<file path="config.mk">
export PLATFORM = sky130hd
export DESIGN_NAME = mole_game_top
export DESIGN_NICKNAME = d
export VERILOG_FILES = /design/src/hw/game_pkg.sv /design/src/hw/io_pkg.sv /design/src/hw/game_ctrl.sv /design/src/hw/mole_game_top.sv /design/src/hw/ps2_key_rx.sv /design/src/hw/score_display.sv
export SDC_FILE = /design/constraint.sdc
export NUM_CORES = 1
export LEC_CHECK = 0
export ABC_AREA = 1
export BUFFER_PORTS_ARGS = -buffer_cell sky130_fd_sc_hd__buf_2
export CORE_ASPECT_RATIO = 1.1
export CORE_MARGIN = 8
export CORE_UTILIZATION = 50
export DETAILED_ROUTE_END_ITERATION = 8
export HOLD_SLACK_MARGIN = 0.12
export PLACE_DENSITY = 0.74
export SLEW_MARGIN = 40
export SYNTH_ARGS = -nofsm -noshare
export SYNTH_HDL_FRONTEND = slang
export SYNTH_SLANG_ARGS = --single-unit
</file>
<file path="constraint.sdc">
create_clock -name clk -period 3.4 [get_ports clk]
set_clock_uncertainty 0.05 [all_clocks]
set_input_delay 0.17 -clock clk [delete_from_list [all_inputs] [get_ports clk]]
set_output_delay 0.17 -clock clk [all_outputs]
set_load 0.03 [all_outputs]
</file>
<file path="src/hw/game_pkg.sv">
package game_pkg;

  typedef enum logic [1:0] {
    PH_IDLE  = 2'd0,
    PH_SET   = 2'd1,
    PH_GAME  = 2'd2,
    PH_FINAL = 2'd3
  } phase_t;

  localparam int TICK_CYCLES = 1000;  // one game second
  localparam int TICK_W      = $clog2(TICK_CYCLES);
  localparam int FINAL_TICKS = 4;
  localparam int FINAL_W     = $clog2(FINAL_TICKS + 1);

  localparam logic [8:0] LFSR_SEED = 9'h160;

  // led patterns
  localparam logic [15:0] LED_IDLE      = 16'h8001;
  localparam logic [15:0] LED_SET_TIME  = 16'hFF01;
  localparam logic [15:0] LED_SET_GOAL  = 16'h80FF;
  localparam logic [6:0]  LED_GAME_TAIL = 7'b0000011;  // below the mole bits

  // two decimal digits
  typedef struct packed {
    logic [3:0] hi;
    logic [3:0] lo;
  } bcd2_t;

  typedef struct packed {
    bcd2_t time_lim;
    bcd2_t goal;
  } settings_t;

  localparam settings_t SETTINGS_DEFAULT = '{
    time_lim: '{hi: 4'd3, lo: 4'd0},
    goal:     '{hi: 4'd1, lo: 4'd0}
  };

  // what the display shows
  typedef struct packed {
    phase_t phase;
    bcd2_t  time_bcd;
    bcd2_t  goal_bcd;  // goal in set, score otherwise
    logic   win;
  } game_view_t;

endpackage

</file>
<file path="src/hw/io_pkg.sv">
package io_pkg;

  typedef struct packed {
    logic       valid;     // one-cycle strobe
    logic       is_digit;
    logic [3:0] digit;
    logic       is_space;
  } key_event_t;

  // set 2 make codes, index is the digit
  localparam logic [7:0] ROW_CODE [10] = '{
    8'h45, 8'h16, 8'h1E, 8'h26, 8'h25,
    8'h2E, 8'h36, 8'h3D, 8'h3E, 8'h46
  };
  localparam logic [7:0] PAD_CODE [10] = '{
    8'h70, 8'h69, 8'h72, 8'h7A, 8'h6B,
    8'h73, 8'h74, 8'h6C, 8'h75, 8'h7D
  };
  localparam logic [7:0] SPACE_CODE   = 8'h29;
  localparam logic [7:0] BREAK_PREFIX = 8'hF0;

  typedef logic [3:0] glyph_t;

  localparam glyph_t GLYPH_DASH  = 4'hA;
  localparam glyph_t GLYPH_H     = 4'hB;
  localparam glyph_t GLYPH_L     = 4'hC;
  localparam glyph_t GLYPH_BLANK = 4'hF;

  localparam int SCAN_CYCLES = 16;
  localparam int SCAN_W      = $clog2(SCAN_CYCLES);

  // active low, bit 0 is segment a, bit 6 is g
  localparam logic [6:0] SEG_PATTERN [16] = '{
    7'h40, 7'h79, 7'h24, 7'h30,  // 0..3
    7'h19, 7'h12, 7'h02, 7'h78,  // 4..7
    7'h00, 7'h10, 7'h3F, 7'h09,  // 8, 9, dash, H
    7'h47, 7'h7F, 7'h7F, 7'h7F   // L, then unlit
  };

endpackage

</file>
<file path="src/hw/game_ctrl.sv">
`timescale 1ns/1ps

module game_ctrl
  import game_pkg::*, io_pkg::*;
(
  input  logic        clk,
  input  logic        out_rst,
  input  logic        start,
  input  key_event_t  key,
  output logic [15:0] leds,
  output game_view_t  view
);

  phase_t             phase;
  phase_t             phase_nxt;
  logic [TICK_W-1:0]  tick_cnt;
  logic               tick;
  logic [FINAL_W-1:0] final_cnt;

  settings_t  settings;
  logic       sel_goal;  // field being typed, 0 is time
  bcd2_t      remain;
  bcd2_t      score;
  logic       win;
  logic [8:0] lfsr;
  logic [8:0] lfsr_nxt;
  logic [8:0] moles;     // lit moles, hits knock them out
  logic       flash;

  logic        digit_key;
  logic [9:0]  key_mask;
  logic        hit;
  logic        goal_met;
  logic        time_out;

  function automatic bcd2_t bcd_inc(bcd2_t v);
    bcd2_t r;
    r = v;
    if (v.lo == 4'd9) begin
      r.lo = 4'd0;
      r.hi = v.hi + 4'd1;
    end else begin
      r.lo = v.lo + 4'd1;
    end
    return r;
  endfunction

  function automatic bcd2_t bcd_dec(bcd2_t v);
    bcd2_t r;
    r = v;
    if (v.lo == 4'd0) begin
      r.lo = 4'd9;
      r.hi = v.hi - 4'd1;
    end else begin
      r.lo = v.lo - 4'd1;
    end
    return r;
  endfunction

  assign tick      = (tick_cnt == TICK_W'(TICK_CYCLES - 1));
  assign goal_met  = (score == settings.goal);
  assign time_out  = (remain == '0);
  assign digit_key = key.valid & key.is_digit;
  assign key_mask  = 10'h001 << key.digit;  // bit k for digit k

  // mole k sits in moles[k-1], digit 0 has no mole
  assign hit = digit_key && |(key_mask[9:1] & moles) && !goal_met;

  // same taps as the original board game
  assign lfsr_nxt = {lfsr[0], lfsr[8], lfsr[7] ^ lfsr[0], lfsr[6] ^ lfsr[0],
                     lfsr[5], lfsr[4] ^ lfsr[0], lfsr[3], lfsr[2], lfsr[1]};

  always_comb begin
    phase_nxt = phase;
    case (phase)
      PH_IDLE:
        if (start) phase_nxt = PH_SET;
      PH_SET:
        if (start) phase_nxt = PH_GAME;
      PH_GAME:
        if (goal_met || time_out) phase_nxt = PH_FINAL;  // goal wins a tie
      PH_FINAL:
        if (tick && final_cnt == FINAL_W'(FINAL_TICKS - 1)) phase_nxt = PH_IDLE;
      default:
        phase_nxt = PH_IDLE;
    endcase
  end

  always_ff @(posedge clk, posedge out_rst) begin
    if (out_rst) begin
      phase     <= PH_IDLE;
      tick_cnt  <= '0;
      final_cnt <= '0;
      settings  <= SETTINGS_DEFAULT;
      sel_goal  <= 1'b0;
      remain    <= '0;
      score     <= '0;
      win       <= 1'b0;
      lfsr      <= LFSR_SEED;
      moles     <= LFSR_SEED;
      flash     <= 1'b1;
    end else begin
      phase <= phase_nxt;
      if (phase_nxt != phase || tick)
        tick_cnt <= '0;  // restart on every phase entry
      else
        tick_cnt <= tick_cnt + 1'b1;

      case (phase)
        PH_IDLE: begin
          settings <= SETTINGS_DEFAULT;
          sel_goal <= 1'b0;
        end
        PH_SET: begin
          if (key.valid && key.is_space)
            sel_goal <= ~sel_goal;
          if (digit_key && !sel_goal)
            settings.time_lim <= '{hi: settings.time_lim.lo, lo: key.digit};
          if (digit_key && sel_goal)
            settings.goal <= '{hi: settings.goal.lo, lo: key.digit};
          if (start) begin
            remain <= settings.time_lim;
            score  <= '0;
            lfsr   <= LFSR_SEED;
            moles  <= LFSR_SEED;
          end
        end
        PH_GAME: begin
          if (hit)
            score <= bcd_inc(score);
          if (tick) begin
            lfsr  <= lfsr_nxt;
            moles <= lfsr_nxt;  // fresh pattern, old hits forgotten
            if (!time_out)
              remain <= bcd_dec(remain);
          end else if (hit) begin
            moles <= moles & ~key_mask[9:1];
          end
          if (phase_nxt == PH_FINAL) begin
            win       <= goal_met;
            flash     <= 1'b1;
            final_cnt <= '0;
          end
        end
        default: begin
          if (tick) begin
            final_cnt <= final_cnt + 1'b1;
            flash     <= ~flash;
          end
        end
      endcase
    end
  end

  always_comb begin
    case (phase)
      PH_IDLE: leds = LED_IDLE;
      PH_SET:  leds = sel_goal ? LED_SET_GOAL : LED_SET_TIME;
      PH_GAME: leds = {moles, LED_GAME_TAIL};
      default: leds = {16{flash}};
    endcase
  end

  always_comb begin
    view.phase    = phase;
    view.time_bcd = (phase == PH_SET) ? settings.time_lim : remain;
    view.goal_bcd = (phase == PH_SET) ? settings.goal : score;
    view.win      = win;
  end

endmodule

</file>
<file path="src/hw/mole_game_top.sv">
`timescale 1ns/1ps

module mole_game_top
  import game_pkg::*, io_pkg::*;
(
  input  logic        clk,
  input  logic        out_rst,
  input  logic        start,
  input  logic        ps2_clk,
  input  logic        ps2_data,
  output logic [15:0] leds,
  output logic [3:0]  digit,
  output logic [6:0]  seg
);

  key_event_t key;
  game_view_t view;

  ps2_key_rx u_rx (
    .clk      (clk),
    .out_rst  (out_rst),
    .ps2_clk  (ps2_clk),
    .ps2_data (ps2_data),
    .key      (key)
  );

  game_ctrl u_ctrl (
    .clk     (clk),
    .out_rst (out_rst),
    .start   (start),
    .key     (key),
    .leds    (leds),
    .view    (view)
  );

  score_display u_disp (
    .clk     (clk),
    .out_rst (out_rst),
    .view    (view),
    .digit   (digit),
    .seg     (seg)
  );

endmodule

</file>
<file path="src/hw/ps2_key_rx.sv">
`timescale 1ns/1ps

module ps2_key_rx
  import io_pkg::*;
(
  input  logic       clk,
  input  logic       out_rst,
  input  logic       ps2_clk,
  input  logic       ps2_data,
  output key_event_t key
);

  logic [2:0] clk_sync;  // two sync stages plus edge history
  logic [1:0] dat_sync;
  logic       fall;
  logic       bit_in;

  logic [3:0] bit_cnt;   // 0 hunts for start, 10 is the stop bit
  logic [8:0] shreg;     // data lsb first, parity ends up on top
  logic       brk_pend;

  logic [7:0] code;
  logic       frame_ok;
  key_event_t mapped;

  always_ff @(posedge clk, posedge out_rst) begin
    if (out_rst) begin
      clk_sync <= 3'b111;
      dat_sync <= 2'b11;
    end else begin
      clk_sync <= {clk_sync[1:0], ps2_clk};
      dat_sync <= {dat_sync[0], ps2_data};
    end
  end

  assign fall   = clk_sync[2] & ~clk_sync[1];
  assign bit_in = dat_sync[1];
  assign code   = shreg[7:0];

  // stop bit high and odd parity over data plus parity
  assign frame_ok = bit_in & (^shreg);

  always_ff @(posedge clk) begin
    if (fall && bit_cnt != 4'd0 && bit_cnt != 4'd10)
      shreg <= {bit_in, shreg[8:1]};
  end

  always_ff @(posedge clk, posedge out_rst) begin
    if (out_rst) begin
      bit_cnt  <= '0;
      brk_pend <= 1'b0;
      key      <= '0;
    end else begin
      key.valid <= 1'b0;
      if (fall) begin
        if (bit_cnt == 4'd0) begin
          if (!bit_in)
            bit_cnt <= 4'd1;  // start bit seen
        end else if (bit_cnt == 4'd10) begin
          bit_cnt <= 4'd0;
          if (frame_ok) begin
            if (code == BREAK_PREFIX)
              brk_pend <= 1'b1;
            else if (brk_pend)
              brk_pend <= 1'b0;  // key release, swallowed
            else
              key <= mapped;
          end
        end else begin
          bit_cnt <= bit_cnt + 4'd1;
        end
      end
    end
  end

  // make code lookup, unknown codes stay invalid
  always_comb begin
    mapped = '0;
    for (int i = 0; i < 10; i++) begin
      if (code == ROW_CODE[i] || code == PAD_CODE[i]) begin
        mapped.valid    = 1'b1;
        mapped.is_digit = 1'b1;
        mapped.digit    = 4'(i);
      end
    end
    if (code == SPACE_CODE) begin
      mapped.valid    = 1'b1;
      mapped.is_space = 1'b1;
    end
  end

endmodule

</file>
<file path="src/hw/score_display.sv">
`timescale 1ns/1ps

module score_display
  import game_pkg::*, io_pkg::*;
(
  input  logic       clk,
  input  logic       out_rst,
  input  game_view_t view,
  output logic [3:0] digit,
  output logic [6:0] seg
);

  logic [SCAN_W-1:0] scan_cnt;
  logic              step;
  logic [1:0]        pos;
  glyph_t            glyphs [4];  // index 3 is the leftmost digit
  glyph_t            side;
  glyph_t            cur;

  always_comb begin
    side = view.win ? GLYPH_H : GLYPH_L;
    glyphs[3] = view.time_bcd.hi;
    glyphs[2] = view.time_bcd.lo;
    glyphs[1] = view.goal_bcd.hi;
    glyphs[0] = view.goal_bcd.lo;
    if (view.phase == PH_IDLE) begin
      for (int i = 0; i < 4; i++)
        glyphs[i] = GLYPH_DASH;
    end else if (view.phase == PH_FINAL) begin
      glyphs[3] = side;  // HH or LL, score stays on the right
      glyphs[2] = side;
    end
  end

  assign step = (scan_cnt == SCAN_W'(SCAN_CYCLES - 1));

  always_ff @(posedge clk, posedge out_rst) begin
    if (out_rst) begin
      scan_cnt <= '0;
      pos      <= 2'd3;  // first step wraps to digit 0
      digit    <= 4'b1111;
    end else if (step) begin
      scan_cnt <= '0;
      pos      <= pos + 2'd1;
      digit    <= ~(4'b0001 << (pos + 2'd1));
    end else begin
      scan_cnt <= scan_cnt + 1'b1;
    end
  end

  // segments dark while no anode is driven
  assign cur = (digit == 4'b1111) ? GLYPH_BLANK : glyphs[pos];
  assign seg = SEG_PATTERN[cur];

endmodule

</file>
# Yosys cells after proc, flatten, opt, wreduce, memory -nomap -nowiden
# Memories as Yosys holds them, arrays and structs flattened.
# Index checks and enable logic that the tools add are counted.
# totals
ff_bits	104
latchBits	0
ramBits	0
mem_bits_ro	112
in_bits	5
out_inout_bits	27
n_memories	1
# memory_table
memory	words	word_bits	rd	rd_clocked_by_memory_dff	wr	line_no	rtl
(name not given)	16	7	1	0	0	score_display.sv:53	assign seg = SEG_PATTERN[cur];
# op_classes
add_sub_neg	9
mul	0
div_mod_pow	0
n_lt_le_gt_ge	2
eq_ne	47
shifts	2
muxes	71
n_bitwise	19
reduce_logical	47
# ops
cell	n
$eq A8 B7 Y1 const B	12
$mux W8	12
$mux W6	10
$eq A8 B6 Y1 const B	7
$mux W7	8
$pmux W16 S3	1
$mux W4	11
$mux W9	4
$pmux W9 S2	2
$pmux W16 S2	1
$pmux W8 S2	2
$and A9 B9 Y9	2
$add A4 B1 Y4 const B	4
$eq A4 B4 Y1 const B	4
$eq A8 B5 Y1 const B	2
$ne A2 B1 Y1 const B	8
$mux W15	1
$logic_or A1 B1 Y1	12
$reduce_and A3 Y1	4
$reduce_and A4 Y1	3
$add A10 B1 Y10 const B	1
$eq A10 B10 Y1 const B	1
$mux W10	1
$reduce_and A2 Y1	5
42 further kinds	79

# Logic depth before layout (Yosys ltp)
# depth
ltp_word	19
depth_mapped	15
mapped_depth_nobuf	15

# Cells and area by module
# Synthesis repeated with hierarchy kept, for this count alone.
# unflattened
hier_cells	871
hier_area_um2	6680.2
# modules_own_cells
mod	instances	cells_per_inst	area_per_inst_um2	seq_area_each_um2
game_ctrl	1	541	4097.7	1714.1
ps2_key_rx	1	190	1600.3	701.9
score_display	1	140	982.2	257.7

# Worst setup path after synthesis
# OpenSTA, ideal clock, no wires.
# synth_path
path_type	flip-flop to output port
start	register u_ctrl.phase[1]
end	output port leds[7]
arrival_ns	2.766
required_time_ns	3.180
setup_slack_ns	0.414
stages_incl_launch_ff	9
path_buffers	2
cell_sequence	dfrtp_1 -> inv_1 -> ha_1 -> buf_2 -> buf_4 -> nand2_1 -> o21ai_0 -> a21oi_1 -> a31oi_1
# synth_between
elab_chain_len	2
elab_cells_between_ends	4
cone_classes	2 x eq/ne; 1 x mux; 1 x reduce/logical
# synth_lines
element	line_no	rtl
start, declared	game_ctrl.sv:14	phase_t phase;
start signal, assigned	game_ctrl.sv:103	phase <= phase_nxt;
$eq A2 B2 Y1 (tied with other cells)	game_ctrl.sv:156	case (phase)
$pmux W16 S3 *	game_ctrl.sv:156	
end, declared	mole_game_top.sv:11	output logic [15:0] leds,
# Every way passes the cells marked *; elsewhere a longest branch is shown, timed or not.

# Final worst setup path
# layout_path
start	register u_ctrl.phase[1]
end	output port seg[5]
# layout_between
elab_chain_len	12
elab_cells_between_ends	16
cone_classes	2 x eq/ne; 11 x mux; 1 x bitwise; 1 x reduce/logical; 1 x memory
# layout_lines
element	line_no	rtl
$eq A2 B1 Y1	game_ctrl.sv:166, game_ctrl.sv:167	
$mux W8	game_ctrl.sv:166	view.time_bcd = (phase == PH_SET) ? settings.time_lim : remain;
$mux W8	score_display.sv:29	end else if (view.phase == PH_FINAL) begin
$mux W8	score_display.sv:26	if (view.phase == PH_IDLE) begin
$bmux W4 S2 *	score_display.sv:52	assign cur = (digit == 4'b1111) ? GLYPH_BLANK : glyphs[pos];
$mux W4 (not written as such) * (2 in a row)	score_display.sv:52	
$mux W4 *	score_display.sv:52	
$not A4 Y5 (not written as such) *	score_display.sv:53	
$mem_v2 Z16 W7 *	--	
$mux W7 (not written as such) * (2 in a row)	score_display.sv:53	
end, declared	mole_game_top.sv:13	output logic [6:0] seg
# Every way passes the cells marked *; elsewhere a longest branch is shown, timed or not. The select of a mux whose other input is x is not followed.

==> results.txt <==
Syn Std Cell Area - 6330 um^2
Clk_lat worst skew - 0.35 ns
Fraction of layout cells with a size suffix above 1 - 0.129
Fillers - 1146
TritonCTS clock tree - yes
CTS buffer count - 9
YS warnings - 0
Area Growth Syn to Fin - 9.69%
Sw Ratio - 0.252
Hold_buf cts - 3
Max incr delay on CP - 0.43 ns
Sequential fraction of the synthesis area - 0.422
Combinational Power Share - 0.082
Actual slew at the worst max-slew pin - 0.657 ns
Setup TNS - 0 ns
Int Pwr - 0.00195 W
Initial antenna violation count - 0
Syn_area_per_cell - 7.98 um^2
Mapped Cells - 793
Vert. Die Dim - 134 um
Post-synth top area share - 0.293
Pins Over Slew Limit - 0
Post-Syn Nets - 839
Number of global-route vias before repair - 4983
RSZ-0062 raised after global routing - false
Fin nets - 870
Tightest Hold Check Type - input port to flop
Clk slew on worst S/H paths - 0.07 ns
EDFF count, synth - 9
PortBufs - 31
Wire length per cell - 13.8 um
Total gr overflow - 0
Ports - 32
Maximum vdd drop - 0.376 mV
Die area - 16500 um^2
FFs w/ async S/R, synth - 0.913
Multi-input gate area - 3130 um^2
Final Critical Period - 3.09 ns
Bufs and invs on worst path - 4
Total track usage - 0.175
Yosys cell types - 51
Synth area leader - dfrtp_1
Max-cap violations - 0
Vias per cell - 5.37
Hold_ws - 0.221 ns
Highest Clock Rate - 324 MHz
DRC - 0
Final setup violating endpoints - 0
Switching power of the nets - 0.000656 W
Crit path launch type - flop
Leakage power - 3.41 nW
Final hold violations - 0
Ant diodes - 0
Sequential power share - 0.515
Worst Path Max Fanout - 30
Seq cells post-synth - 104
Wire length of the first global-routing pass - 23300 um
Slowest CP cell - dfrtp_1
DP Wirelength - 10000 um
Top-count cell post-synth - nand2_1
Largest net degree at the start of global routing - 96
Status - finished, final reports clean
Endpoint class of the critical path - output port
Crit path cell chain - inv_1 -> ha_1 -> buf_4 -> o21ai_0 -> o21ai_0 -> nand2_1 -> nand2_1 -> nand2_1 -> nand2_1 -> inv_1 -> ha_1 -> o21ai_0 -> nand2_1 -> nand2_1 -> buf_2
Die Width - 123 um
Clock Sinks - 104
Initial DRC count - 309
Worst endpoint required time - 3.18 ns
Setup Crit Path Kind - flop to output port
Period Utilization, post-route - 0.908
DRT antenna net count - 0
Family with the most delay on the worst path - buffers and inverters
Routed vias - 5290
Detailed Routing Iterations Pass 1 - 5
Initial core utilization - 0.507
Slew margin rel. - 0.560
Synth Flop Type - dfrtp_1
CTS Buffer Depth - 2
Post-Route WL - 13600 um
H-tree Lvls - 3
Top post-synthesis cells by count - nand2_1, inv_1, dfrtp_1
CTS-repair resized insts - 0
Core area - 12500 um^2
CTS root buf - clkbuf_16
Cell Pwr Density - 375 nW/um^2
Row cnt - 43
Worst EP arrival - 2.87 ns
Gpl congestion - 0.883
Buffer count from post-CTS setup fixing - 0
CP dominant cell by count - nand2_1
Clock Power Share - 0.404
Top cells by area, synth - dfrtp_1, nand2_1, dfstp_2
Design Power - 0.00260 W
Register Area - 2670 um^2
metal layers:
metal / global-route usage / part of all wire / vias up
met5: 0 / 0 / -
met4: 0.0770 / 0.027 / 0
met3: 0.0223 / 0.037 / 23
met2: 0.288 / 0.48 / 120
met1: 0.223 / 0.46 / 2471
li1: - / - / 2676
flip-flops by register name, summed over array words and instances, names as in the netlist:
signal / cells
u_ctrl.final_cnt: 3
u_ctrl.flash: 1
u_ctrl.lfsr: 9
u_ctrl.moles: 9
u_ctrl.phase: 2
u_ctrl.remain: 8
u_ctrl.score: 8
u_ctrl.sel_goal: 1
u_ctrl.settings: 16
u_ctrl.tick_cnt: 10
u_ctrl.win: 1
u_disp.digit: 4
u_disp.pos: 2
u_disp.scan_cnt: 4
u_rx.bit_cnt: 4
u_rx.brk_pend: 1
u_rx.clk_sync: 3
u_rx.dat_sync: 2
u_rx.key: 7
u_rx.shreg: 9
cell type report:
class                           instances  area share
Clock buffer                           11      0.0380
Clock inverter                          5     0.00523
Inverter                              108      0.0597
Multi-Input combinational cell        563       0.451
Sequential cell                       104       0.385
Tap cell                              157      0.0283
Timing Repair Buffer                   38      0.0328
worst paths after layout:
| check | slack, ns | start | to | depth (start not counted) |
|---|---|---|---|---|
| min | 0.22 | start | u_ctrl.phase[0] | 5 |
| max | 0.31 | u_ctrl.phase[1] | seg[5] | 15 |
| min reg2reg | 0.30 | u_rx.clk_sync[0] | u_rx.clk_sync[1] | 0 |
| max reg2reg | 1.06 | u_ctrl.phase[1] | u_ctrl.moles[7] | 9 |
| min in group asynchronous | 0.36 | out_rst | u_ctrl.tick_cnt[1] | 4 |
| max in group asynchronous | 2.45 | out_rst | u_disp.digit[3] | 4 |
power groups by stage:
stage / combinational (W) / sequential, W / clock (W)
5_1_grt: 0.000250 / 0.00135 / 0.00110
4_1_cts: 0.000216 / 0.00134 / 0.00106
3_3_place_gp: 0.000208 / 0.00136 / 0
2_1_floorplan: 0.000168 / 0.00135 / 0
6_report: 0.000212 / 0.00134 / 0.00105
3_5_place_dp: 0.000213 / 0.00136 / 0
logic make-up after synthesis:
group                      share of synthesized area
DFF                                            0.422
xor gates and xnor gates                      0.0318
adders and majority gates                     0.0810
AOI/OAI and AO/OA                              0.145
and+or+nand+nor                                0.235
muxes                                        0.00158
buffers and inverters                         0.0830
worst min-delay path, delay by kind of cell:
family	cells	cell delay, ns
AND/OR/NAND/NOR	2	0.16
buffers and inverters	3	0.26
cells in the final DEF (no fill, tap or decap), types with 13 or more instances in the layout:
cell       n
nand2_1  185
inv_1     97
dfrtp_1   74
nor2_1    68
o21ai_0   55
nand3_1   51
ha_1      41
a21oi_1   33
buf_2     31
dfstp_2   21
o22ai_1   16
a31oi_1   15
xnor2_1   13
per-stage QoR:
step | area [um^2] | worst slack (ns) | util | instances
6_report | 6940 | 0.311 | 0.556 | 986
5_1_grt | 6940 | 0.0231 | 0.556 | 986
4_1_cts | 6940 | 0.324 | 0.556 | 986
3_5_place_dp | 6610 | 0.717 | 0.530 | 967
3_3_place_gp | 6610 | 0.828 | 0.530 | 967
2_1_floorplan | 6330 | 0.414 | - | 793
No activity file was read; power rests on OpenSTA's default activity.
